File: src/hw/l2_cache_cfg.svh
`ifndef L2_CACHE_CFG_SVH
`define L2_CACHE_CFG_SVH

// *********************************************************************
// Cache geometry
// *********************************************************************

// Associativity
`define L2_WAYS 8

`define L2_SETS 4

// Line width in bits, 16 bytes
`define L2_LINE_BITS 128

// Byte address width of the processor
`define L2_ADDR_BITS 16

// One node per internal vertex of the way tree
`define L2_TREE_BITS 7

`endif

File: src/hw/l2_cache_pkg.sv
`include "l2_cache_cfg.svh"

package l2_cache_pkg;

    localparam int INDEX_BITS  = $clog2(`L2_SETS);
    localparam int OFFSET_BITS = $clog2(`L2_LINE_BITS / 8);
    localparam int TAG_BITS    = `L2_ADDR_BITS - INDEX_BITS - OFFSET_BITS;
    localparam int WAY_BITS    = $clog2(`L2_WAYS);

    typedef logic [TAG_BITS-1:0]   l2_tag_t;
    typedef logic [INDEX_BITS-1:0] l2_index_t;
    typedef logic [WAY_BITS-1:0]   l2_way_idx_t;

    // Offset bits are ignored, the cache works on whole lines
    typedef struct packed {
        l2_tag_t                tag;
        l2_index_t              index;
        logic [OFFSET_BITS-1:0] offset;
    } l2_addr_t;

    typedef logic [`L2_LINE_BITS-1:0] l2_line_t;

    typedef struct packed {
        l2_tag_t tag;
        logic    valid;
        logic    dirty;
    } l2_tag_entry_t;

    typedef enum logic {
        DATA_PMEM,
        DATA_WRITE
    } l2_data_src_e;

    typedef struct packed {
        logic         load_tag;
        logic         load_data;
        logic         set_dirty;
        logic         clear_dirty;
        l2_data_src_e data_src;
    } l2_way_ctl_t;

    typedef struct packed {
        logic     hit;
        logic     valid;
        logic     dirty;
        l2_tag_t  tag;
        l2_line_t line;
    } l2_way_stat_t;

    typedef enum logic [1:0] {
        process_request,
        write_back,
        fetch_cline,
        buffer
    } l2_state_e;

endpackage : l2_cache_pkg

File: src/hw/l2_way_select.sv
`timescale 1ns/1ns
`include "l2_cache_cfg.svh"

module l2_way_select
    import l2_cache_pkg::*;
(
    input  l2_way_stat_t stat [`L2_WAYS],
    input  l2_way_idx_t  victim_way,
    output logic         hit,
    output l2_way_idx_t  hit_way,
    output l2_line_t     hit_line,
    output l2_tag_t      victim_tag,
    output l2_line_t     victim_line,
    output logic         victim_valid,
    output logic         victim_dirty
);

    // At most one way hits, so the vector is one-hot
    always_comb begin
        hit     = 1'b0;
        hit_way = '0;
        for (int w = 0; w < `L2_WAYS; w++) begin
            if (stat[w].hit) begin
                hit     = 1'b1;
                hit_way = l2_way_idx_t'(w);
            end
        end
    end

    assign hit_line = stat[hit_way].line;

    // Victim view chosen by the tree
    assign victim_tag   = stat[victim_way].tag;
    assign victim_line  = stat[victim_way].line;
    assign victim_valid = stat[victim_way].valid;
    assign victim_dirty = stat[victim_way].dirty;

endmodule : l2_way_select
File: config.mk
export PLATFORM = sky130hd
export DESIGN_NAME = l2_way_select
export DESIGN_NICKNAME = d
export VERILOG_FILES = /design/src/hw/l2_cache_pkg.sv /design/src/hw/l2_way_select.sv
export VERILOG_INCLUDE_DIRS = /design/src /design/src/hw
export SDC_FILE = /design/constraint.sdc
export NUM_CORES = 1
export LEC_CHECK = 0
export BUFFER_PORTS_ARGS = -buffer_cell sky130_fd_sc_hd__buf_4
export CAP_MARGIN = 25
export CORE_AREA = 4 4 549 551
export DETAILED_ROUTE_END_ITERATION = 16
export DIE_AREA = 0 0 553 555
export PLACE_DENSITY = 0.3
export SYNTH_ARGS = -nofsm -noshare
export SYNTH_HDL_FRONTEND = slang
export SYNTH_SLANG_ARGS = --single-unit
File: constraint.sdc
create_clock -name vclk -period 5.2
set_clock_uncertainty 0.1 [all_clocks]
set_input_delay 0.52 -clock vclk [all_inputs]
set_output_delay 0.52 -clock vclk [all_outputs]
set_load 0.005 [all_outputs]
==> qor.txt <==
Result of the run: completed
Count of boundary I/O pins: 1403
Slew @ Worst Pin: 1.03 ns
DR DRC count: 0
Critical path launch point: stat[140]
Chain of cells forming the critical path: buf_8 > nor4_2 > nand2_4 > o221ai_1 > buf_4
Most repeated cell in the gate-level netlist after synthesis: mux4_2
Period utilisation layout: 72.4%
Combinational family with the most area after synthesis: multiplexers
Via-to-Cell Ratio: 3.57
Setup TNS: 0 ns
Fmax achieved: 266 MHz
Ranking of synthesized cells by instance count: 280 x mux4_2, 254 x mux2i_1, 142 x mux2_2, 128 x a21oi_1, 128 x a221oi_1
Total power density per cell area: 103 mW/mm^2
Data required, critical path: 4.58 ns
Number of buffers added on ports: 1403
Net Count, Synth: 2682
Die Outline Area: 0.307 sq mm
Sequential cell area in the final layout: 0 sq um
Crit Path Class: primary input to output pin
Adder and majority cell fraction of the synthesized area: 0%
Final count of negative-setup-slack endpoints: 0
Count of distinct cell types in the synthesized netlist: 24
Global-route congestion overflow total: 0
Iteration-0 DRC count of the detailed router: 2313
Clock buffers: 0
Count of antenna-violating nets left after detailed routing: 0
Hold buffers post-CTS: 0
Cell accounting for the most synthesized area: mux4_2
Overall track demand over capacity in global routing: 16.6%
Post-Synthesis Cells: 1551
Count of non-filler cells in the finished layout: 6814
Endpoint kind of the worst setup timing path: output pin
Layout cell share with drive strength beyond 1: 67.9%
Synth top area share: 39.9%
Estimated wirelength of the detail-placed design: 241000 um
Leak: 0.0122 uW
Fill cell instance count of the final layout: 34400
Kind of start point of the critical path: primary input
Number of global-route vias before repair: 23400
Final critical delay including setup and external delays: 3.77 ns
Core region area: 0.296 sq mm
Ranking of synthesized cells by area: mux4_2 40%, mux2i_1 16%, mux2_2 10%
Largest net degree at the start of global routing: 95
Seq Cell Count: 0
Part of the Yosys area used for sequential elements: 0%
Number of max-cap violations: 0
Arrival time at the worst endpoint: 3.15 ns
Total via count in the routed design: 24300
Worst Hold Class: primary input to output pin
Post-CTS setup buffer count: 0
Total count of hold-check failures in the final report: 0
Critical Path Fanout Max: 44
Number of detailed-routing iterations run before antenna repair: 5
Complex-gate fraction of the synthesized area: 18.5%
Die width: 553 um
# nets final: 3944
Slowest cell delay on critical path: 0.76 ns
Site row count: 200
Max-slew headroom at the worst pin: 31.1%
Yosys warns: 0
Starting utilization of the core area: 5.34%
Final weighted congestion in routability-driven placement: 0.967
Number of antenna violations at the first check in global routing: 309
Worst path slowest cell: o221ai_1
Number of gates resized after CTS: 0
Wire length after detailed routing: 270000 um
Routed wire per std cell: 39.6 um
First-pass GRT wire length: 326000 um
Final worst-path setup slack: 1.43 ns
Xor/xnor cell area share of the yosys netlist: 0%
Worst vdd rail ir drop: 0.0391 mV
Multiplexer share of the synthesized area: 66.0%
Avg Cell Area, Syn: 10.2 sq um
Worst Hold Launch: stat[1127]
Final hold slack: 1.24 ns
Area delta synth->final: 98.7%
Worst slack at placement: 1.25 ns
Die height: 555 um
Final Max Slew Viols: 0
RSZ-0062 raised after global routing: false
Synthesized area: 0.0158 sq mm
Number of placed cells counting well taps: 6750
Post-synthesis share of cell area spent on and, or, nand and nor gates: 9.48%
-- layout make-up --
| class | instances | area, sq um | area share, % |
|---|---|---|---|
| Timing Repair Buffer | 1479 | 11400 | 36.3 |
| Inverter | 2 | 7.51 | 0.0239 |
| Antenna cell | 64 | 160 | 0.510 |
| Tap cell | 3939 | 4930 | 15.7 |
| Multi-Input combinational cell | 1330 | 14900 | 47.5 |
-- worst max-delay path, delay by kind of cell --
| family | cells | cell delay [ns] |
|---|---|---|
| AOI/OAI and AO/OA | 1 | 0.76 |
| buffers and inverters | 2 | 0.41 |
| and+or+nand+nor | 2 | 1.22 |
-- power breakdown --
| group | leakage, uW | internal (uW) | switching (uW) |
|---|---|---|---|
| clock | 0.000000406 | 0.00167 | 0 |
| combinational | 0.0122 | 1620 | 1620 |
| sequential | 0 | 0 | 0 |
| total | 0.0122 | 1620 | 1620 |
-- per-layer routing --
metal	vias to the layer above	track usage [%]	wire length, um
met3	520	12.4	47100
met2	1821	24.8	113000
met1	12300	19.1	101000
li1	9343	-	-
met4	360	2.83	6500
met5	-	0	2310
-- layout by cell type, fill, tap and decap left out, types with 2 or more instances in the layout --
master and n:
a21oi_1 128, a221oi_1 128, buf_12 21, buf_4 1452, buf_8 6, diode_2 64, mux2_2 142, mux2i_1 254
mux4_2 280, nand2_1 44, nand3b_1 44, nor2_1 3, nor2b_1 84, nor3_1 85, o21ai_0 2, o221ai_1 126
-- kinds of logic (layout without fill, tap and decap cells) --
group / count (synthesis) / in the layout
AO/OA/AOI/OAI: 389 / 389
multiplexers: 676 / 676
buffers and inverters: 221 / 1481
AND/OR/NAND/NOR: 265 / 265
other: 0 / 64
-- worst paths after layout --
kind | slack, ns | end | cells after the start
worst min-delay path | 1.24 | hit | 3
worst max-delay path | 1.43 | hit_line[5] | 5
-- metrics by stage --
stage | utilization, % | cell area [sq um] | total power, uW
CTS | 10.6 | 31300 | 3290
detailed placement | 10.6 | 31300 | 3270
floorplan | - | 15800 | 1190
finish | 10.6 | 31400 | 3240
global placement | 10.6 | 31300 | 3280
global route | 10.6 | 31300 | 3400
No activity file was read; power rests on OpenSTA's default activity.
