==> src/hw/l2_cache_cfg.svh <==
`ifndef L2_CACHE_CFG_SVH
`define L2_CACHE_CFG_SVH

// *********************************************************************
// Cache geometry
// *********************************************************************

// Associativity
`define L2_WAYS 8

`define L2_SETS 4

// Line width in bits, 16 bytes
`define L2_LINE_BITS 128

// Byte address width of the processor
`define L2_ADDR_BITS 16

// One node per internal vertex of the way tree
`define L2_TREE_BITS 7

`endif

==> src/hw/l2_cache_pkg.sv <==
`include "l2_cache_cfg.svh"

package l2_cache_pkg;

    localparam int INDEX_BITS  = $clog2(`L2_SETS);
    localparam int OFFSET_BITS = $clog2(`L2_LINE_BITS / 8);
    localparam int TAG_BITS    = `L2_ADDR_BITS - INDEX_BITS - OFFSET_BITS;
    localparam int WAY_BITS    = $clog2(`L2_WAYS);

    typedef logic [TAG_BITS-1:0]   l2_tag_t;
    typedef logic [INDEX_BITS-1:0] l2_index_t;
    typedef logic [WAY_BITS-1:0]   l2_way_idx_t;

    // Offset bits are ignored, the cache works on whole lines
    typedef struct packed {
        l2_tag_t                tag;
        l2_index_t              index;
        logic [OFFSET_BITS-1:0] offset;
    } l2_addr_t;

    typedef logic [`L2_LINE_BITS-1:0] l2_line_t;

    typedef struct packed {
        l2_tag_t tag;
        logic    valid;
        logic    dirty;
    } l2_tag_entry_t;

    typedef enum logic {
        DATA_PMEM,
        DATA_WRITE
    } l2_data_src_e;

    typedef struct packed {
        logic         load_tag;
        logic         load_data;
        logic         set_dirty;
        logic         clear_dirty;
        l2_data_src_e data_src;
    } l2_way_ctl_t;

    typedef struct packed {
        logic     hit;
        logic     valid;
        logic     dirty;
        l2_tag_t  tag;
        l2_line_t line;
    } l2_way_stat_t;

    typedef enum logic [1:0] {
        process_request,
        write_back,
        fetch_cline,
        buffer
    } l2_state_e;

endpackage : l2_cache_pkg

==> src/hw/l2_plru_tree.sv <==
`timescale 1ns/1ns
`include "l2_cache_cfg.svh"

module l2_plru_tree
    import l2_cache_pkg::*;
(
    input  logic        clk,
    input  logic        rst_n,
    input  l2_index_t   index,
    input  logic        touch,
    input  l2_way_idx_t touch_way,
    output l2_way_idx_t victim_way
);

    // Heap order, node n has children 2n+1 (lower) and 2n+2 (upper)
    logic [`L2_TREE_BITS-1:0] tree_q [`L2_SETS];
    logic [`L2_TREE_BITS-1:0] cur;
    logic [`L2_TREE_BITS-1:0] upd;

    assign cur = tree_q[index];

    // *********************************************************************
    // Victim walk from the root
    // *********************************************************************
    always_comb begin
        int node;
        node       = 0;
        victim_way = '0;
        for (int lvl = 0; lvl < WAY_BITS; lvl++) begin
            victim_way[WAY_BITS-1-lvl] = cur[node];
            node = 2 * node + 1 + int'(cur[node]);
        end
    end

    // Point every node on the touched path away from it
    always_comb begin
        int node;
        node = 0;
        upd  = cur;
        for (int lvl = 0; lvl < WAY_BITS; lvl++) begin
            upd[node] = ~touch_way[WAY_BITS-1-lvl];
            node = 2 * node + 1 + int'(touch_way[WAY_BITS-1-lvl]);
        end
    end

    always_ff @(posedge clk or negedge rst_n) begin
        if (!rst_n) begin
            for (int s = 0; s < `L2_SETS; s++) begin
                tree_q[s] <= '0;
            end
        end else if (touch) begin
            tree_q[index] <= upd;
        end
    end

endmodule : l2_plru_tree

==> config.mk <==
export PLATFORM = sky130hd
export DESIGN_NAME = l2_plru_tree
export DESIGN_NICKNAME = d
export VERILOG_FILES = /design/src/hw/l2_cache_pkg.sv /design/src/hw/l2_plru_tree.sv
export VERILOG_INCLUDE_DIRS = /design/src /design/src/hw
export SDC_FILE = /design/constraint.sdc
export NUM_CORES = 1
export LEC_CHECK = 0
export BUFFER_PORTS_ARGS = -buffer_cell sky130_fd_sc_hd__buf_2
export CAP_MARGIN = 20
export CORE_MARGIN = 2
export CORE_UTILIZATION = 30
export CTS_CLUSTER_SIZE = 30
export DETAILED_ROUTE_END_ITERATION = 8
export GPL_TIMING_DRIVEN = 0
export PLACE_DENSITY = 0.49
export SYNTH_ARGS = -nofsm -noshare
export SYNTH_HDL_FRONTEND = slang
export SYNTH_SLANG_ARGS = --single-unit
==> constraint.sdc <==
create_clock -name clk -period 3.3 [get_ports clk]
set_clock_uncertainty 0.2 [all_clocks]
set_input_delay 0.66 -clock clk [delete_from_list [all_inputs] [get_ports clk]]
set_output_delay 0.66 -clock clk [all_outputs]
set_load 0.05 [all_outputs]
==> flow_summary_export.csv <==
group,metric,value,unit
finish,regMostFlops,"tree_q",
drt,via_per_inst,4.84,
drt,totalWireLength,3.39,mm
sta,fin_ws,-258,ps
grt,grtUsageMet3,1.61,%
drt,route.vias.total,1098,
sta,setup_viol,1,
drt,routedWlPerCell,14.9,um
sta,rsz0062_at_grt,"yes",
sta,final_max_slew_viol_count,0,
grt,grt_max_degree,29,
grt,track_usage,14.0,%
sta,fin_crit,3560,ps
synthesis,synthDistinctLibCells,25,
grt,met2_usage,23.1,%
grt,grt_first_pass_wirelength,5.77,mm
placement,dp_hpwl,2.45,mm
synthesis,synth_area,1500,um^2
run_status,violations,"negative setup slack",
sta,finalCritPeriodShare,108,%
clock_tree,cts_buffers,3,
finish,diodes,0,
critical_path,ff2ff_setup_slack,1390,ps
synthesis,ys_seq_area_share,46.6,%
power,leakage,0.795,nW
critical_path,crit_type,"in2out",
clock_tree,ctsHoldBuffers,0,
drt,route.detailed.drc,0,
job,drv_cap,0,
drt,ant_nets,0,
synthesis,syn_inst,142,
finish,final_layout_size_suffix_gt1_share,19.4,%
clock_tree,cts_buffer_depth,2,
floorplanning,num_rows,25,
synthesis,synth_seq_cells,28,
finish,nNetsFinal,176,
floorplanning,die_area,5600,um^2
clock_tree,cts_root_buffer,"clkbuf_8",
placement,portBuffers,10,
floorplanning,ios,11,
synthesis,ys_warn_count,0,
grt,busiest_layer,"met2",
grt,grt_pass1_vias,1164,
min_path,hold_class,"in2async",
floorplanning,start_util,31.4,%
critical_path,worstPathArrival,2700,ps
critical_path,crit_fanout,3,
synthesis,synth_area_per_cell,10.6,um^2
drt,drt_iter0_markers,33,
power,peakVddDrop,0.218,mV
finish,multiInputGateArea,763,um^2
critical_path,endpoint_kind,"output port",
run_status,outcome,"complete, but fails checks",
synthesis,synth_nets,156,
critical_path,r2r_end,"tree_q[23]$_DFFE_PN0P_",
grt,use_met1,19.0,%
finish,syn_to_final_growth,16.6,%
placement,place_congestion,0.757,
critical_path,required,2440,ps
finish,top_regs,"tree_q (28)",
floorplanning,coreArea,4790,um^2
sta,tns,-258,ps
grt,grt_antenna_before_repair,0,
sta,worst_pin_slew,619,ps
clock_tree,tritoncts,"done",
clock_tree,clock-sinks,28,
clock_tree,clk_pin_slew_worst_paths,100,ps
finish,fillers,481,
clock_tree,clock_latency,280,ps
finish,layout_common_cells,"nand2_1 (33), o21ai_0 (33), dfrtp_1 (28), mux2i_1 (8), buf_2 (8)",
sta,relSlewSlack,58.7,%
sta,hold_viol_final,0,
sta,fmax,281,MHz
floorplanning,die_height,74.8,um
drt,firstDrtPassIters,4,
finish,seqCellArea,701,um^2
power,p_per_area,595,nW/um^2
critical_path,startpoint_type,"input pin",
finish,largest_reg_flops,28,
floorplanning,die_width,74.8,um
critical_path,worstReg2RegStart,"tree_q[2]$_DFFE_PN0P_",
grt,grt_overflow_total,0,
placement,dp_slack,-629,ps
critical_path,reg2reg_depth,4,
clock_tree,htreeDepth,1,
-- routing by layer --
layer	share of wire [%]	vias up
li1	-	542
met1	49	541
met2	47	10
met3	1.9	5
met4	1.7	0
met5	0	-
-- stage by stage --
step           total power, mW  hold WS, ps  instances  utilization [%]  cell area [um^2]
2_1_floorplan            0.744          164        142                -              1520
3_3_place_gp             0.821          257        219             34.6              1660
3_5_place_dp             0.834          272        219             34.6              1660
4_1_cts                   1.05          206        227             36.6              1750
5_1_grt                   1.12          233        227             36.6              1750
6_report                  1.04          180        227             36.6              1750
-- cell families (layout without fill, tap and decap cells) --
group / after synthesis / in the layout / synth area share [%]
AOI/OAI and AO/OA: 41 / 41 / 15.8
and+or+nand+nor: 40 / 40 / 11.3
DFF: 28 / 28 / 46.6
muxes: 16 / 16 / 17.6
buffers and inverters: 11 / 29 / 3.74
adders and majority gates: 6 / 6 / 4.99
-- synthesized netlist by cell type --
| library cell | count | share of area [%] |
|---|---|---|
| a21bo_2 | 1 | 0.67 |
| a21oi_1 | 1 | 0.33 |
| a31oi_1 | 1 | 0.42 |
| and2_1 | 1 | 0.42 |
| buf_6 | 2 | 1.5 |
| clkbuf_1 | 4 | 1.0 |
| dfrtp_1 | 28 | 47 |
| ha_1 | 6 | 5.0 |
| inv_1 | 5 | 1.2 |
| mux2_4 | 1 | 1.0 |
| mux2i_1 | 8 | 5.3 |
| mux2i_4 | 1 | 1.5 |
| mux4_1 | 3 | 5.2 |
| mux4_2 | 3 | 4.5 |
| nand2_1 | 33 | 8.2 |
| nand2b_1 | 1 | 0.42 |
| nand3_1 | 2 | 0.67 |
| nand3b_1 | 2 | 1.0 |
| o21a_1 | 1 | 0.50 |
| o21ai_0 | 33 | 11 |
| o22a_1 | 1 | 0.58 |
| o22ai_1 | 1 | 0.42 |
| o22ai_2 | 1 | 0.83 |
| o32ai_2 | 1 | 1.1 |
| or3b_2 | 1 | 0.58 |
-- critical path, stage by stage --
cell and delay (ps):
buf_8 80, mux4_2 560, mux2i_4 230, ha_4 280
mux4_2 270, mux2_4 290, o22ai_4 150, buf_6 170
-- final cells by class --
class                           count  share of cell area [%]
Buffer                              6                    2.36
Clock buffer                        3                    2.36
Inverter                            5                    1.07
Multi-Input combinational cell    103                    43.5
Sequential cell                    28                    40.0
Tap cell                           67                    4.78
Timing Repair Buffer               15                    5.92
-- power by group --
part | internal (mW) | switching (mW) | leakage [nW] | total (mW)
Clock | 0.0822 | 0.106 | 0.0216 | 0.188
Sequential | 0.420 | 0.0397 | 0.357 | 0.460
Combinational | 0.180 | 0.215 | 0.416 | 0.395
-- worst max path at each step --
| stage | from | endpoint | slack [ps] | depth (start not counted) |
|---|---|---|---|---|
| after global routing | index[0] | victim_way[0] | -330 | 8 |
| after floorplan | index[0] | victim_way[0] | -400 | 6 |
| after detailed placement | index[0] | victim_way[0] | -630 | 9 |
| final | index[0] | victim_way[0] | -260 | 8 |
| after global placement | index[0] | victim_way[0] | -620 | 9 |
| after CTS | index[0] | victim_way[0] | -280 | 8 |
-- what timing repair did --
| item | in CTS | in global routing |
|---|---|---|
| setup buffers | 5 | 0 |
| pin swaps | 2 | 0 |
| setup endpoints to repair | 1 | 1 |
| resized for setup | 7 | 0 |
Power figures use the tool's default switching activity.
