File: config.mk
export PLATFORM = sky130hd
export DESIGN_NAME = l2_way
export DESIGN_NICKNAME = d
export VERILOG_FILES = /design/src/hw/l2_cache_pkg.sv /design/src/hw/l2_line_array.sv /design/src/hw/l2_way.sv
export VERILOG_INCLUDE_DIRS = /design/src /design/src/hw
export SDC_FILE = /design/constraint.sdc
export NUM_CORES = 1
export LEC_CHECK = 0
export ABC_CLOCK_PERIOD_IN_PS = 2300
export BUFFER_PORTS_ARGS = -buffer_cell sky130_fd_sc_hd__buf_2
export CAP_MARGIN = 30
export CORE_MARGIN = 4
export CORE_UTILIZATION = 47
export DETAILED_ROUTE_END_ITERATION = 12
export PLACE_DENSITY_LB_ADDON = 0.1
export SYNTH_ARGS = -nofsm -noshare
export SYNTH_HDL_FRONTEND = slang
export SYNTH_HIERARCHICAL = 1
export SYNTH_SLANG_ARGS = --single-unit
File: constraint.sdc
create_clock -name clk -period 2.3 [get_ports clk]
set_input_delay 0.46 -clock clk [delete_from_list [all_inputs] [get_ports clk]]
set_output_delay 0.46 -clock clk [all_outputs]
set_load 0.05 [all_outputs]
File: src/hw/l2_cache_cfg.svh
`ifndef L2_CACHE_CFG_SVH
`define L2_CACHE_CFG_SVH

// *********************************************************************
// Cache geometry
// *********************************************************************

// Associativity
`define L2_WAYS 8

`define L2_SETS 4

// Line width in bits, 16 bytes
`define L2_LINE_BITS 128

// Byte address width of the processor
`define L2_ADDR_BITS 16

// One node per internal vertex of the way tree
`define L2_TREE_BITS 7

`endif

File: src/hw/l2_cache_pkg.sv
`include "l2_cache_cfg.svh"

package l2_cache_pkg;

    localparam int INDEX_BITS  = $clog2(`L2_SETS);
    localparam int OFFSET_BITS = $clog2(`L2_LINE_BITS / 8);
    localparam int TAG_BITS    = `L2_ADDR_BITS - INDEX_BITS - OFFSET_BITS;
    localparam int WAY_BITS    = $clog2(`L2_WAYS);

    typedef logic [TAG_BITS-1:0]   l2_tag_t;
    typedef logic [INDEX_BITS-1:0] l2_index_t;
    typedef logic [WAY_BITS-1:0]   l2_way_idx_t;

    // Offset bits are ignored, the cache works on whole lines
    typedef struct packed {
        l2_tag_t                tag;
        l2_index_t              index;
        logic [OFFSET_BITS-1:0] offset;
    } l2_addr_t;

    typedef logic [`L2_LINE_BITS-1:0] l2_line_t;

    typedef struct packed {
        l2_tag_t tag;
        logic    valid;
        logic    dirty;
    } l2_tag_entry_t;

    typedef enum logic {
        DATA_PMEM,
        DATA_WRITE
    } l2_data_src_e;

    typedef struct packed {
        logic         load_tag;
        logic         load_data;
        logic         set_dirty;
        logic         clear_dirty;
        l2_data_src_e data_src;
    } l2_way_ctl_t;

    typedef struct packed {
        logic     hit;
        logic     valid;
        logic     dirty;
        l2_tag_t  tag;
        l2_line_t line;
    } l2_way_stat_t;

    typedef enum logic [1:0] {
        process_request,
        write_back,
        fetch_cline,
        buffer
    } l2_state_e;

endpackage : l2_cache_pkg

File: src/hw/l2_line_array.sv
`timescale 1ns/1ns
`include "l2_cache_cfg.svh"

module l2_line_array
    import l2_cache_pkg::*;
#(
    parameter type entry_t = l2_line_t
) (
    input  logic      clk,
    input  logic      rst_n,
    input  l2_index_t index,
    input  logic      load,
    input  entry_t    wdata,
    output entry_t    rdata
);

    entry_t mem [`L2_SETS];

    always_ff @(posedge clk or negedge rst_n) begin
        if (!rst_n) begin
            for (int i = 0; i < `L2_SETS; i++) begin
                mem[i] <= '0;
            end
        end else if (load) begin
            mem[index] <= wdata;
        end
    end

    // Read is combinational
    assign rdata = mem[index];

endmodule : l2_line_array

File: src/hw/l2_way.sv
`timescale 1ns/1ns

module l2_way
    import l2_cache_pkg::*;
(
    input  logic         clk,
    input  logic         rst_n,
    input  l2_index_t    index,
    input  l2_tag_t      tag,
    input  l2_way_ctl_t  ctl,
    input  l2_line_t     fill_line,
    input  l2_line_t     write_line,
    output l2_way_stat_t stat
);

    l2_tag_entry_t entry_q;
    l2_tag_entry_t entry_d;
    l2_line_t      line_q;
    l2_line_t      line_d;
    logic          load_entry;

    // Next tag entry from the controller commands
    always_comb begin
        entry_d = entry_q;
        if (ctl.load_tag) begin
            entry_d.tag   = tag;
            entry_d.valid = 1'b1;
        end
        if (ctl.set_dirty) begin
            entry_d.dirty = 1'b1;
        end else if (ctl.clear_dirty) begin
            entry_d.dirty = 1'b0;
        end
    end

    assign load_entry = ctl.load_tag | ctl.set_dirty | ctl.clear_dirty;
    assign line_d     = (ctl.data_src == DATA_WRITE) ? write_line : fill_line;

    l2_line_array #(.entry_t(l2_tag_entry_t)) u_tag_array (
        .clk   (clk),
        .rst_n (rst_n),
        .index (index),
        .load  (load_entry),
        .wdata (entry_d),
        .rdata (entry_q)
    );

    l2_line_array #(.entry_t(l2_line_t)) u_data_array (
        .clk   (clk),
        .rst_n (rst_n),
        .index (index),
        .load  (ctl.load_data),
        .wdata (line_d),
        .rdata (line_q)
    );

    assign stat.hit   = entry_q.valid && (entry_q.tag == tag);
    assign stat.valid = entry_q.valid;
    assign stat.dirty = entry_q.dirty;
    assign stat.tag   = entry_q.tag;
    assign stat.line  = line_q;

endmodule : l2_way

==> flow_summary.json <==
{
  "clock-skew-final_ns": 0.00492,
  "antenna_found_initial": 1,
  "vdd_drop_max_v": 0.000632,
  "min_to": "u_data_array/mem[117]",
  "die_width_um": 244,
  "io_buffers": 415,
  "syn_to_final_growth_pct": 24.7,
  "violations": "negative setup slack",
  "h-tree-depth": 2,
  "cap_viol_max_count": 0,
  "fin_nets": 2296,
  "hold_ws_ns": 0.274,
  "drc": 0,
  "whs_path_depth": 3,
  "min_path_type": "primary input to register",
  "period_minus_slack_ns": 2.62,
  "p_leak_nw": 14.2,
  "final_cells": 2816,
  "rsz0062_at_grt": "true",
  "finalSetupTns_ns": -0.319,
  "first_pass_iters": 4,
  "yosys.area.top_type": "dfrtp_1",
  "gp_congestion": 0.733,
  "place_ws_ns": -0.220,
  "setup_ws_ns": -0.319,
  "ant_nets": 0,
  "num_rows": 86,
  "routedWlPerCell_um": 21.8,
  "grt_pass1_wl_um": 96700,
  "syn_inst": 1532,
  "clk_pin_slew_ns": 0.06,
  "synth_sequential_area_ratio_pct": 53.7,
  "worstSetupEndpointType": "output pin",
  "cts_tree": "built",
  "clock_sinks": 560,
  "diodes": 0,
  "ys_top_cells_by_area": "dfrtp_1 (54%), mux2_2 (30%), mux4_2 (12%), buf_6 (1.2%), buf_2 (0.94%)",
  "design_area_um2": 32500,
  "cts_buffers": 60,
  "maxSlewViolCount": 0,
  "synth_cell_type_count": 20,
  "coreArea_um2": 55000,
  "power.total_mw": 32.1,
  "grt_max_degree": 94,
  "grt_overflow": 0,
  "ys_warn_count": 6,
  "startpoint_type": "register",
  "tightest_slew_ns": 0.492,
  "r2r_end": "u_tag_array/mem[22]",
  "fin_util_pct": 59.1,
  "die_h_um": 244,
  "syn-num-nets": 1807,
  "drive_above_1_share_pct": 71.5,
  "fin_crit_sh_pct": 114,
  "worstPathRequired_ns": 1.84,
  "rr_worst_depth": 4,
  "fmax_ghz": 0.382,
  "r2r-start": "u_tag_array/mem[10]",
  "hold_violations": 0,
  "synth_area_um2": 26100,
  "synth_top_area_share_pct": 53.7,
  "max-slew-margin-rel_pct": 67.2,
  "hp-start": "fill_line[117]",
  "drt-vias-per-instance": 5.38,
  "cts-root-buf": "clkbuf_16",
  "dieArea_um2": 59300,
  "drt-total-wl_um": 61300,
  "start_util_pct": 47.4,
  "rrSetupSlack_ns": 0.57,
  "cp.arrival_ns": 2.16,
  "clk_path_buf_depth": 3,
  "grtUsageTotal_pct": 20.6,
  "via_count": 15100,
  "drt_iter0_markers": 509,
  "placed_cells": 2693,
  "placed_area_um2": 29600,
  "ioPinCount": 416,
  "synth-seq-cells": 560,
  "worst-path-max-fanout": 2,
  "postSynthAreaPerCell_um2": 17.0,
  "dp.final_hpwl_um": 41700,
  "grt_pass1_vias": 16800,
  "finalSetupViolCount": 1,
  "path_class": "register to output pin",
  "status": "finished, violations left",
  "insertion_delay_ns": 0.58,
  "powerDensity_nw_per_um2": 987
}
[report_power, final]
group | leakage (nW) | total [mW] | switching (mW) | internal [mW]
Clock | 1.01 | 9.80 | 3.82 | 5.98
Combinational | 6.55 | 9.21 | 4.84 | 4.37
Sequential | 6.61 | 13.1 | 1.05 | 12.1
[logic make-up (layout without fill, tap and decap cells)]
kind of cell / count (synthesis) / after routing / share of synthesized area (%)
muxes: 838 / 838 / 42.2
buffers and inverters: 109 / 645 / 3.22
AOI/OAI and AO/OA: 1 / 1 / 0.0288
DFF: 560 / 560 / 53.7
and+or+nand+nor: 14 / 14 / 0.432
xor gates and xnor gates: 10 / 10 / 0.336
[area by class of cell]
type                       count  area (um^2)
multi-input combinational    863        11300
clock buffer                  92         1820
inverter                       1         3.75
tap                          748          936
clock inverter                17          220
timing repair buffer         535         4240
sequential                   560        14000
fill                        4271        22500
[cell usage after synthesis]
| cell type | instances |
|---|---|
| mux2_2 | 698 |
| dfrtp_1 | 560 |
| mux4_2 | 140 |
| buf_2 | 49 |
| buf_6 | 28 |
| buf_4 | 21 |
| xnor2_1 | 10 |
| clkbuf_8 | 8 |
| nand3_1 | 3 |
| nand3b_1 | 3 |
| nand4_1 | 2 |
| nor3b_2 | 2 |
| a21o_1 | 1 |
| clkbuf_1 | 1 |
| clkbuf_2 | 1 |
| inv_1 | 1 |
| nand3b_4 | 1 |
| nor3_1 | 1 |
| or2_2 | 1 |
| or3_1 | 1 |
[flip-flops by register name, indices dropped and copies added, names as in the netlist]
name and count:
u_tag_array/mem 48, u_data_array/mem 512
[worst max-delay path: stages, from the launching register on]
cell	delay, ns
dfrtp_1	0.37
mux4_2	0.52
xnor2_2	0.18
nand4_1	0.17
nor3_4	0.17
buf_6	0.18
[layout by cell type, fill, tap and decap left out, types with 2 or more instances in the layout]
| master | n |
|---|---|
| clkbuf_8 | 18 |
| buf_8 | 11 |
| buf_12 | 42 |
| xnor2_1 | 6 |
| nand4_1 | 2 |
| buf_6 | 68 |
| mux2_2 | 698 |
| nand3b_1 | 3 |
| buf_4 | 66 |
| xnor2_2 | 4 |
| buf_16 | 7 |
| bufinv_16 | 5 |
| clkbuf_1 | 13 |
| clkinv_2 | 9 |
| clkbuf_16 | 63 |
| dfrtp_1 | 560 |
| buf_2 | 337 |
| mux4_2 | 140 |
[worst max path at each step]
stage / startpoint / end / slack [ns] / depth (start not counted)
2_1_floorplan: index[0] / stat[140] / -0.37 / 6
3_3_place_gp: index[0] / stat[140] / -0.21 / 6
3_5_place_dp: index[0] / stat[140] / -0.22 / 6
4_1_cts: u_tag_array/mem[4] / stat[140] / -0.38 / 5
5_1_grt: u_tag_array/mem[4] / stat[140] / -0.42 / 5
6_report: u_tag_array/mem[4] / stat[140] / -0.32 / 5
[routing by layer]
metal  routed length (um)  up-vias  global-route usage [%]  share of wire (%)
met4                 1080        2                    4.78                1.8
met1                26800     8042                    28.0                 44
li1                     -     6744                       -                  -
met2                31000      285                    35.2                 51
met3                 2390       67                    3.37                3.9
met5                   13        -                       0              0.021
[repair_timing]
action	CTS	global route
setup endpoints to repair	112	71
cloned	6	2
gates resized for setup	115	80
endpoints found under the hold margin	21	0
pin swaps	2	3
buffers inserted	6	1
hold buffers	1	0
Note: power is estimated with default switching activity, not from simulation.
