<file path="config.mk">
export PLATFORM = sky130hd
export DESIGN_NAME = l2_cache_control
export DESIGN_NICKNAME = d
export VERILOG_FILES = /design/src/hw/l2_cache_pkg.sv /design/src/hw/l2_cache_control.sv
export VERILOG_INCLUDE_DIRS = /design/src /design/src/hw
export SDC_FILE = /design/constraint.sdc
export NUM_CORES = 1
export LEC_CHECK = 0
export ABC_AREA = 1
export BUFFER_PORTS_ARGS = -buffer_cell sky130_fd_sc_hd__buf_4
export CAP_MARGIN = 10
export CORE_AREA = 2 2 152 154
export DETAILED_ROUTE_END_ITERATION = 7
export DIE_AREA = 0 0 154 156
export PLACE_DENSITY = 0.6
export RECOVER_POWER = 25
export SLEW_MARGIN = 0
export SYNTH_ARGS = -nofsm -noshare
export SYNTH_HDL_FRONTEND = slang
export SYNTH_SLANG_ARGS = --single-unit
</file>
<file path="constraint.sdc">
create_clock -name clk -period 2.7 [get_ports clk]
set_input_delay 0.135 -clock clk [delete_from_list [all_inputs] [get_ports clk]]
set_output_delay 0.135 -clock clk [all_outputs]
set_load 0.02 [all_outputs]
</file>
<file path="src/hw/l2_cache_cfg.svh">
`ifndef L2_CACHE_CFG_SVH
`define L2_CACHE_CFG_SVH

// *********************************************************************
// Cache geometry
// *********************************************************************

// Associativity
`define L2_WAYS 8

`define L2_SETS 4

// Line width in bits, 16 bytes
`define L2_LINE_BITS 128

// Byte address width of the processor
`define L2_ADDR_BITS 16

// One node per internal vertex of the way tree
`define L2_TREE_BITS 7

`endif

</file>
<file path="src/hw/l2_cache_pkg.sv">
`include "l2_cache_cfg.svh"

package l2_cache_pkg;

    localparam int INDEX_BITS  = $clog2(`L2_SETS);
    localparam int OFFSET_BITS = $clog2(`L2_LINE_BITS / 8);
    localparam int TAG_BITS    = `L2_ADDR_BITS - INDEX_BITS - OFFSET_BITS;
    localparam int WAY_BITS    = $clog2(`L2_WAYS);

    typedef logic [TAG_BITS-1:0]   l2_tag_t;
    typedef logic [INDEX_BITS-1:0] l2_index_t;
    typedef logic [WAY_BITS-1:0]   l2_way_idx_t;

    // Offset bits are ignored, the cache works on whole lines
    typedef struct packed {
        l2_tag_t                tag;
        l2_index_t              index;
        logic [OFFSET_BITS-1:0] offset;
    } l2_addr_t;

    typedef logic [`L2_LINE_BITS-1:0] l2_line_t;

    typedef struct packed {
        l2_tag_t tag;
        logic    valid;
        logic    dirty;
    } l2_tag_entry_t;

    typedef enum logic {
        DATA_PMEM,
        DATA_WRITE
    } l2_data_src_e;

    typedef struct packed {
        logic         load_tag;
        logic         load_data;
        logic         set_dirty;
        logic         clear_dirty;
        l2_data_src_e data_src;
    } l2_way_ctl_t;

    typedef struct packed {
        logic     hit;
        logic     valid;
        logic     dirty;
        l2_tag_t  tag;
        l2_line_t line;
    } l2_way_stat_t;

    typedef enum logic [1:0] {
        process_request,
        write_back,
        fetch_cline,
        buffer
    } l2_state_e;

endpackage : l2_cache_pkg

</file>
<file path="src/hw/l2_cache_control.sv">
`timescale 1ns/1ns
`include "l2_cache_cfg.svh"

module l2_cache_control
    import l2_cache_pkg::*;
(
    input  logic        clk,
    input  logic        rst_n,
    input  logic        mem_read,
    input  logic        mem_write,
    input  l2_addr_t    mem_address,
    output logic        mem_resp,
    input  logic        hit,
    input  l2_way_idx_t hit_way,
    input  l2_way_idx_t victim_way,
    input  l2_tag_t     victim_tag,
    input  l2_line_t    victim_line,
    input  logic        victim_valid,
    input  logic        victim_dirty,
    output l2_way_ctl_t way_ctl [`L2_WAYS],
    output logic        touch,
    output l2_way_idx_t touch_way,
    output logic        pmem_read,
    output logic        pmem_write,
    output l2_addr_t    pmem_address,
    output l2_line_t    pmem_wdata,
    input  logic        pmem_resp,
    output logic [15:0] hit_count,
    output logic [15:0] miss_count
);

    l2_state_e state_q;
    l2_state_e state_d;
    logic      req;
    logic      write_hit;
    logic      fill_done;
    logic      enter_wb;
    logic      enter_fetch;
    logic      hit_inc;
    logic      miss_inc;
    // Request already counted as a miss
    logic      refill_q;

    // Both strobes together is not a request
    assign req       = mem_read ^ mem_write;
    assign touch_way = hit_way;

    // *********************************************************************
    // Next state and outputs
    // *********************************************************************
    always_comb begin
        state_d     = state_q;
        mem_resp    = 1'b0;
        touch       = 1'b0;
        write_hit   = 1'b0;
        fill_done   = 1'b0;
        enter_wb    = 1'b0;
        enter_fetch = 1'b0;
        pmem_read   = 1'b0;
        pmem_write  = 1'b0;
        hit_inc     = 1'b0;
        miss_inc    = 1'b0;
        case (state_q)
            process_request: begin
                if (req && hit) begin
                    mem_resp  = 1'b1;
                    touch     = 1'b1;
                    write_hit = mem_write;
                    hit_inc   = !refill_q;
                    state_d   = buffer;
                end else if (req) begin
                    miss_inc = 1'b1;
                    if (victim_valid && victim_dirty) begin
                        enter_wb = 1'b1;
                        state_d  = write_back;
                    end else begin
                        enter_fetch = 1'b1;
                        state_d     = fetch_cline;
                    end
                end
            end
            write_back: begin
                pmem_write = 1'b1;
                if (pmem_resp) begin
                    enter_fetch = 1'b1;
                    state_d     = fetch_cline;
                end
            end
            fetch_cline: begin
                pmem_read = 1'b1;
                if (pmem_resp) begin
                    fill_done = 1'b1;
                    state_d   = process_request;
                end
            end
            buffer: begin
                state_d = process_request;
            end
            default: begin
                state_d = process_request;
            end
        endcase
    end

    // Per-way commands
    always_comb begin
        for (int w = 0; w < `L2_WAYS; w++) begin
            way_ctl[w] = '0;
            if (write_hit && hit_way == l2_way_idx_t'(w)) begin
                way_ctl[w].load_data = 1'b1;
                way_ctl[w].set_dirty = 1'b1;
                way_ctl[w].data_src  = DATA_WRITE;
            end
            if (fill_done && victim_way == l2_way_idx_t'(w)) begin
                way_ctl[w].load_tag    = 1'b1;
                way_ctl[w].load_data   = 1'b1;
                way_ctl[w].clear_dirty = 1'b1;
                way_ctl[w].data_src    = DATA_PMEM;
            end
        end
    end

    always_ff @(posedge clk or negedge rst_n) begin
        if (!rst_n) begin
            state_q    <= process_request;
            refill_q   <= 1'b0;
            hit_count  <= '0;
            miss_count <= '0;
        end else begin
            state_q <= state_d;
            if (miss_inc) begin
                refill_q <= 1'b1;
            end else if (mem_resp) begin
                refill_q <= 1'b0;
            end
            if (hit_inc) begin
                hit_count <= hit_count + 16'd1;
            end
            if (miss_inc) begin
                miss_count <= miss_count + 16'd1;
            end
        end
    end

    // Memory-side address and data, line aligned
    always_ff @(posedge clk) begin
        if (enter_wb) begin
            pmem_address <= '{tag: victim_tag, index: mem_address.index, offset: '0};
            pmem_wdata   <= victim_line;
        end else if (enter_fetch) begin
            pmem_address <= '{tag: mem_address.tag, index: mem_address.index, offset: '0};
        end
    end

endmodule : l2_cache_control

</file>
==> flow_summary.yaml, run 1 <==
status:
  status: "finished with violations"
  violations: "capacitance limit, slew limit"
worst_hold_path:
  hp-start: "hit"
  holdPathStages: 3
  min_to: "state_q[0]"
  hold_class: "in -> reg"
global_routing:
  first_global_vias: 5906
  antenna_found_initial: 3
  grt_max_degree: 36
  grt_first_pass_wirelength_um: 32720
  grtUsageTotal: 0.1801
  grt_overflow: 0
worst_setup_path:
  rr_endpoint: "pmem_address[14]"
  crit_type: "reg -> reg"
  ff2ff_path_depth: 9
  cp.required_ps: 2990
  crit_arrival_ps: 2580
  cp_max_fo: 32
  rrSetupSlack_ps: 420
  reg2reg_from: "state_q[0]"
  startpoint_type: "flip-flop"
  crit_path_end_kind: "flip-flop"
route:
  drc: 0
  vias: 5927
  viasPerCell: 4.317
  ant_nets: 0
  wirelength_um: 22240
  drt_iter0_drc: 209
  highest_layer: "met4"
  dr.pass1.iters: 5
  wl_met3_um: 2073
  wl_per_cell_um: 16.20
  wl_met2_um: 12280
  wl_met1_um: 7489
sta:
  worst_slew_pin_slew_ps: 2039
  clock.fmax_mhz: 438.3
  min_period_ps: 2282
  tns_ps: 0
  rsz0062_at_grt: "no"
  hold_viol: 0
  fin_worst_skew_ps: 12.90
  finalSetupViolCount: 0
  setup_slack_ps: 418.4
  slew_headroom: -0.3595
  slew_viol_final: 36
  finalCritPeriodShare: 0.8450
yosys:
  synth_compound_area_frac: 0.009930
  synthCells: 529
  synth_seq_area_share: 0.7466
  synth.distinct_cells: 29
  muxShareOfSynthArea: 0
  ys_ff_latch: 175
  syn-cell-area_um2: 6804
  yosysWarningCount: 0
  synthXorXnorAreaFrac: 0.02041
  synth.avg_cell_area_um2: 12.86
  synth_top_family_by_area: "simple AND/OR/NAND/NOR gates"
  synth_adder_area_share: 0.003678
  synth-simple-area-share: 0.1694
die:
  die_area_um2: 24020
  start_util: 0.3042
  io-pin-count: 391
  die_h_um: 156
  coreArea_um2: 22370
  row_count: 55
  die_x_um: 154
pwr:
  powerDensity_nw_per_um2: 582.6
  p_clk_frac: 0.335
  p_int_mw: 5.012
  switchingPower_mw: 2.020
  irDropWorstVdd_uv: 389.6
  power_frac_comb: 0.202
  pwr-share-seq: 0.463
  p_leak_nw: 5.371
  swShare: 0.2872
clock_tree:
  cts_made_buffers: 17
  cts_tree: "done"
  insertion_delay_ps: 420
  htree_num_levels: 4
  cts_root_buf: "clkbuf_16"
  cts_setup_buffers: 0
  cts_buffer_depth: 2
  clock_sinks: 175
  clkSlewWorstSetupHoldPaths_ps: 70
finish:
  drive_gt1_frac: 0.4028
  layout_common_cells: "buf_4 (264), nand2_1 (157), dlygate4sd3_1 (152), edfxtp_1 (140), clkbuf_4 (120)"
  final_common_cell: "buf_4"
  nets: 1243
  synthToLayoutAreaGrowth_pct: 77.38
place:
  dpl_worst_slack_ps: 840.7
  io_buffer_count: 382
  gp_congestion: 0.7712
  dp_hpwl_um: 16180
run:
  maxCapViolCount: 1
[worst max-delay path, stage by stage, from the launching register on]
cell and delay [ps]:
dfrtp_1 410, nor2_1 150, nand2_1 110, nor2_4 110, nand2_1 120, inv_6 290, buf_4 260, nand2_1 80
nand2_1 70, dlygate4sd3_1 540
[through the flow]
step	hold WS (ps)	instance area, um^2	instances	total power [mW]	util
floorplan	-160.6	6815	532	3.942	-
global placement	132.0	9991	1187	4.543	0.4467
detailed placement	129.9	9991	1187	4.560	0.4467
CTS	52.37	12080	1370	7.133	0.5401
global route	82.08	12070	1373	7.356	0.5396
finish	69.70	12070	1373	7.032	0.5396
[power groups by stage]
stage | logic [mW] | clock network (mW) | registers [mW]
2_1_floorplan | 0.450 | 0 | 3.49
3_3_place_gp | 1.23 | 0 | 3.31
3_5_place_dp | 1.25 | 0 | 3.31
4_1_cts | 1.45 | 2.43 | 3.26
5_1_grt | 1.54 | 2.54 | 3.28
6_report | 1.42 | 2.36 | 3.26
[metal layers]
layer | up-vias | GRT usage
met5 | - | 0
met4 | 0 | 0.06320
met3 | 33 | 0.06194
met2 | 268 | 0.3382
met1 | 2774 | 0.1862
li1 | 2852 | -
[sequential cells by signal, summed over array words and instances (netlist names)]
| signal | cells |
|---|---|
| hit_count | 16 |
| miss_count | 16 |
| pmem_wdata | 128 |
| pmem_address | 12 |
| refill_q | 1 |
| state_q | 2 |
[repair_timing]
item                                   CTS  global route
hold buffers                           152             0
endpoints found under the hold margin  177             0
resized for setup                        0             0
[Yosys cell counts (all sizes together)]
| cell type | number | area share |
|---|---|---|
| nand2 | 164 | 0.095 |
| edfxtp | 140 | 0.62 |
| nor2 | 55 | 0.036 |
| inv | 40 | 0.022 |
| dfrtp | 35 | 0.13 |
| buf | 23 | 0.027 |
| nand3 | 23 | 0.018 |
| o21ai | 11 | 0.0081 |
| xnor2 | 10 | 0.013 |
| nand4 | 8 | 0.0074 |
| nand3b | 7 | 0.0077 |
| xor2 | 5 | 0.0075 |
| ha | 2 | 0.0037 |
| nor3 | 2 | 0.0048 |
| a21oi | 1 | 0.00073 |
| conb | 1 | 0.00055 |
| nor4 | 1 | 0.00092 |
| o21bai | 1 | 0.0011 |
[worst max-delay path by stage]
stage / from / end / slack (ps) / cells after the start
after floorplan: state_q[0] / pmem_wdata[0] / 740 / 6
after global placement: state_q[1] / pmem_address[12] / 890 / 5
after detailed placement: state_q[1] / pmem_address[12] / 840 / 5
after CTS: state_q[0] / pmem_address[13] / 380 / 9
after global routing: rst_n / miss_count[11] / 230 / 2
final: state_q[0] / pmem_address[14] / 420 / 9
[logic make-up after synthesis]
logic type | count (synthesis)
xor+xnor | 15
compound gates | 13
simple gates | 260
flops | 175
other cells | 1
buf+inv | 63
fa+ha+maj | 2
[area by class of cell]
| cell class | instances | area [um^2] |
|---|---|---|
| fill | 1859 | 10300 |
| antenna | 3 | 7.507 |
| inverter | 40 | 155.1 |
| timing repair buffer | 545 | 4503 |
| clock inverter | 14 | 142.6 |
| tap | 285 | 356.6 |
| sequential | 175 | 5080 |
| multi-input combinational | 294 | 1399 |
| clock buffer | 17 | 425.4 |
Power figures use the tool's default switching activity.
==> inputs of run 2 (changes only) <==
--- a/config.mk
+++ b/config.mk
@@ -9,10 +9,10 @@
 export ABC_AREA = 1
 export BUFFER_PORTS_ARGS = -buffer_cell sky130_fd_sc_hd__buf_4
 export CAP_MARGIN = 10
-export CORE_AREA = 2 2 152 154
+export CORE_AREA = 2 2 150 152
 export DETAILED_ROUTE_END_ITERATION = 7
-export DIE_AREA = 0 0 154 156
-export PLACE_DENSITY = 0.6
+export DIE_AREA = 0 0 152 154
+export PLACE_DENSITY = 0.64
 export RECOVER_POWER = 25
 export SLEW_MARGIN = 0
 export SYNTH_ARGS = -nofsm -noshare
==> constraint.sdc (replaced) <==
create_clock -name clk -period 2 [get_ports clk]
set_input_delay 0.1 -clock clk [delete_from_list [all_inputs] [get_ports clk]]
set_output_delay 0.1 -clock clk [all_outputs]
set_load 0.02 [all_outputs]
==> flow_summary.yaml, run 2 (synthesized netlist as in run 1, its figures left out) <==
worst_setup_path:
  slowest_stage: "dfrtp_1"
  crit_type: "reg -> out"
  crit_path_end_kind: "output pin"
  cp.required_ps: 1900
  rrSetupSlack_ps: 240
  reg2reg_from: "state_q[0]"
  cp_max_fo: 18
  rr_endpoint: "pmem_wdata[114]"
  max_stage_delay_ps: 390
  ff2ff_path_depth: 6
  crit_chain: "inv_1 > nand2_2 > nor2_8 > nand2_4 > nor2_1 > buf_4"
  crit_arrival_ps: 1770
  crit_path_end: "way_ctl[22]"
  critPathLaunch: "state_q[1]"
  startpoint_type: "flip-flop"
sta:
  fin_worst_skew_ps: 13.04
  rsz0062_at_grt: "no"
  tns_ps: 0
  clock.fmax_mhz: 535.7
  slew_viol_final: 0
  hold_viol: 0
  worst_slew_pin_slew_ps: 932.6
  min_period_ps: 1867
  slew_headroom: 0.3783
  finalCritPeriodShare: 0.9334
  finalSetupViolCount: 0
route:
  wirelength_um: 22500
  drt_iter0_drc: 212
  viasPerCell: 4.322
  wl_per_cell_um: 16.42
  dr.pass1.iters: 6
  ant_nets: 0
  wl_met2_um: 12800
  highest_layer: "met4"
  drc: 0
  vias: 5921
  wl_met1_um: 7973
  wl_met3_um: 1370
finish:
  reg_top3: "pmem_wdata (128), hit_count (16), miss_count (16)"
  nets: 1244
  layout_common_cells: "buf_4 (264), nand2_1 (157), dlygate4sd3_1 (152), edfxtp_1 (140), clkbuf_4 (121)"
  register_area_um2: 5080
  multi_input_area_um2: 1399
  synthToLayoutAreaGrowth_pct: 77.69
  fillers: 1785
  largest_register_ff_count: 128
  final_common_cell: "buf_4"
  drive_gt1_frac: 0.4052
  top_register: "pmem_wdata"
pwr:
  switchingPower_mw: 2.789
  p_leak_nw: 5.383
  pwr-share-seq: 0.460
  power_frac_comb: 0.202
  irDropWorstVdd_uv: 503.2
  swShare: 0.2918
  p_clk_frac: 0.338
  p_total_mw: 9.559
  p_int_mw: 6.770
  powerDensity_nw_per_um2: 790.6
die:
  start_util: 0.3137
  io-pin-count: 391
  die_x_um: 152
  die_h_um: 154
  row_count: 54
  die_area_um2: 23410
  coreArea_um2: 21690
run:
  maxCapViolCount: 0
global_routing:
  grtUsageTotal: 0.1917
  grt_max_degree: 36
  grt_first_pass_wirelength_um: 34360
  antenna_found_initial: 4
  grt_overflow: 0
  first_global_vias: 6183
clock_tree:
  cts_root_buf: "clkbuf_16"
  cts_tree: "done"
  clkSlewWorstSetupHoldPaths_ps: 70
  cts_made_buffers: 17
  cts_buffer_depth: 2
  htree_num_levels: 4
  clock_sinks: 175
  insertion_delay_ps: 420
place:
  dp_hpwl_um: 16150
  io_buffer_count: 382
  gp_congestion: 0.8164
worst_hold_path:
  hold_class: "in -> reg"
status:
  status: "finished, final reports clean"
-- run 2: repair_timing --
| item | in CTS | in global routing |
|---|---|---|
| hold buffers | 152 | 0 |
| endpoints found under the hold margin | 177 | 0 |
| resized for setup | 0 | 4 |
| setup endpoints to repair | 0 | 4 |
| setup buffers | 0 | 0 |
-- run 2: per-layer routing --
layer,up-vias,GRT usage
met5,-,0
met2,251,0.3679
li1,2845,-
met4,0,0.06231
met1,2802,0.2050
met3,23,0.04791
-- run 2: worst min-delay path by stage --
stage                     start      endpoint  cells past startpoint
after floorplan           rst_n  hit_count[0]                      0
after global placement    rst_n  hit_count[1]                      1
after detailed placement  rst_n  hit_count[0]                      1
after CTS                   hit    state_q[0]                      3
after global routing        hit    state_q[1]                      5
final                       hit    state_q[0]                      3
-- run 2: power groups by stage --
stage / logic, mW / clock network, mW / registers (mW)
final: 1.93 / 3.23 / 4.40
after global routing: 2.09 / 3.46 / 4.43
after detailed placement: 1.71 / 0 / 4.48
after global placement: 1.68 / 0 / 4.47
after CTS: 1.97 / 3.29 / 4.40
after floorplan: 0.607 / 0 / 4.71
-- run 2: worst max-delay path: cells and delay by family, from the launching register on --
family,cells,cell delay [ps]
buffers and inverters,2,280
AND/OR/NAND/NOR,4,670
flip-flops,1,390
-- run 2: layout make-up --
type / instances / area share
tap: 280 / 0.02898
clock buffer: 17 / 0.03519
antenna: 4 / 0.0008279
inverter: 40 / 0.01283
timing repair buffer: 546 / 0.3745
clock inverter: 14 / 0.01180
sequential: 175 / 0.4202
multi-input combinational: 294 / 0.1157
-- run 2: through the flow --
stage,util,instance area (um^2),cells,setup WS (ps),hold slack [ps]
after floorplan,-,6815,532,38.27,-195.6
after global placement,0.4613,10000,1183,282.4,93.67
after detailed placement,0.4613,10000,1183,237.2,103.3
after CTS,0.5576,12090,1366,58.62,34.47
after global routing,0.5575,12090,1370,10.32,95.57
final,0.5575,12090,1370,133.2,39.15
==> inputs of run 3 (changes only) <==
==> constraint.sdc (replaced) <==
create_clock -name clk -period 2 [get_ports clk]
set_input_delay 0.2 -clock clk [delete_from_list [all_inputs] [get_ports clk]]
set_output_delay 0.2 -clock clk [all_outputs]
set_load 0.02 [all_outputs]
==> flow_summary.yaml, run 3 (synthesized netlist as in run 1, its figures left out) <==
route:
  viasPerCell: 4.362
  vias: 5876
  wirelength_um: 22130
  wl_per_cell_um: 16.43
  drt_iter0_drc: 239
  ant_nets: 0
  drc: 0
  dr.pass1.iters: 4
die:
  row_count: 54
  die_x_um: 152
  io-pin-count: 391
  die_h_um: 154
  coreArea_um2: 21690
  die_area_um2: 23410
  start_util: 0.3137
finish:
  fin_cells: 1347
  largest_register_ff_count: 128
  drive_gt1_frac: 0.4184
  layout_common_cells: "buf_4 (274), nand2_1 (157), edfxtp_1 (140), dlygate4sd3_1 (131), clkbuf_4 (115)"
  reg_top3: "pmem_wdata (128), hit_count (16), miss_count (16)"
  nets: 1223
  fin_util: 0.5489
  top_register: "pmem_wdata"
  final_area_um2: 11900
  fillers: 1863
  final_common_cell: "buf_4"
  synthToLayoutAreaGrowth_pct: 74.95
place:
  placed_cells: 1178
  gp_congestion: 0.8087
  dpl_worst_slack_ps: 310.3
  place_area_um2: 9942
  io_buffer_count: 382
  dp_hpwl_um: 15750
global_routing:
  grt_max_degree: 46
  grt_overflow: 0
  grtUsageTotal: 0.1882
  first_global_vias: 6043
  antenna_found_initial: 1
  grt_first_pass_wirelength_um: 33530
sta:
  tns_ps: 0
  worst_slew_pin_slew_ps: 944.3
  setup_slack_ps: 89.33
  fin_worst_skew_ps: 13.11
  timing.hold.ws_ps: 37.74
  slew_headroom: 0.3705
  min_period_ps: 1911
  finalSetupViolCount: 0
  hold_viol: 0
  clock.fmax_mhz: 523.4
  slew_viol_final: 0
  finalCritPeriodShare: 0.9553
worst_setup_path:
  crit_path_frequent_cell: "buf_4"
  slowest_stage: "dfrtp_1"
  ff2ff_path_depth: 6
  crit_chain: "nor4_1 > buf_4 > nand2_1 > o21ai_1 > buf_4"
  startpoint_type: "flip-flop"
  rr_endpoint: "pmem_wdata[37]"
  crit_type: "reg -> out"
  path_delay_family: "flip-flops"
  timing.critical_path.buf_inv: 2
  crit_path_end_kind: "output pin"
  cp.required_ps: 1800
  max_stage_delay_ps: 440
  rrSetupSlack_ps: 290
  cp_max_fo: 4
  reg2reg_from: "state_q[0]"
  crit_arrival_ps: 1710
clock_tree:
  cts_made_buffers: 17
  insertion_delay_ps: 440
  cts_tree: "done"
  clock_sinks: 175
  clkSlewWorstSetupHoldPaths_ps: 70
  cts_buffer_depth: 2
  cts_root_buf: "clkbuf_16"
  htree_num_levels: 4
pwr:
  p_leak_nw: 5.310
  irDropWorstVdd_uv: 561.5
  powerDensity_nw_per_um2: 808.4
  p_total_mw: 9.623
status:
  status: "finished, final reports clean"
worst_hold_path:
  hp-start: "victim_tag[5]"
  min_to: "pmem_address[11]"
  holdPathStages: 3
  hold_class: "in -> reg"
run:
  maxCapViolCount: 0
[run 3: changes by cell type in the layout (fill, tap and decap cells not counted), sizes merged]
cell / change
buf: +8
dlygate4sd3: -21
inv: +2
diode: -3
clkbuf: -7
clkinvlp: -2
[run 3: final cells by class]
cell class / instances / area (um^2) / area share
Inverter: 40 / 155.1 / 0.01303
Multi-Input combinational cell: 294 / 1429 / 0.1200
Clock buffer: 18 / 429.2 / 0.03605
Timing Repair Buffer: 525 / 4300 / 0.3613
Antenna cell: 1 / 2.502 / 0.0002102
Tap cell: 280 / 350.3 / 0.02943
Clock inverter: 14 / 157.7 / 0.01324
Sequential cell: 175 / 5080 / 0.4267
[run 3: per-layer routing]
| layer | global-route usage | up-vias | wire (um) | part of all wire |
|---|---|---|---|---|
| met5 | 0 | - | 0 | 0 |
| met4 | 0.05607 | 0 | 404 | 0.018 |
| met3 | 0.05862 | 25 | 1534 | 0.069 |
| met2 | 0.3616 | 270 | 12540 | 0.57 |
| met1 | 0.1953 | 2779 | 7656 | 0.35 |
| li1 | - | 2802 | - | - |
[run 3: what timing repair did]
item | 4_1_cts | 5_1_grt
setup buffers | 0 | 5
setup endpoints to repair | 4 | 27
gates resized for setup | 1 | 13
endpoints found under the hold margin | 165 | 0
hold buffers | 131 | 0
pin swaps | 0 | 1
[run 3: how the worst max path moves through the flow]
stage          startpoint             end  cells past startpoint
2_1_floorplan  state_q[0]   pmem_wdata[0]                      6
3_3_place_gp   state_q[0]  pmem_wdata[25]                      6
3_5_place_dp   state_q[0]  pmem_wdata[25]                      6
4_1_cts        state_q[1]     way_ctl[28]                      6
5_1_grt        state_q[0]     way_ctl[28]                      6
6_report       state_q[0]     way_ctl[28]                      5
[run 3: tightest hold or removal path, cell delays in order]
cell     delay [ps]
buf_4            80
nand2_1          40
nand2_1          40
[run 3: report_power, final]
group,internal (mW),leakage (nW),total (mW),switching [mW]
logic,0.885,3.28,1.92,1.04
clock network,1.69,0.288,3.30,1.61
registers,4.22,1.74,4.40,0.182
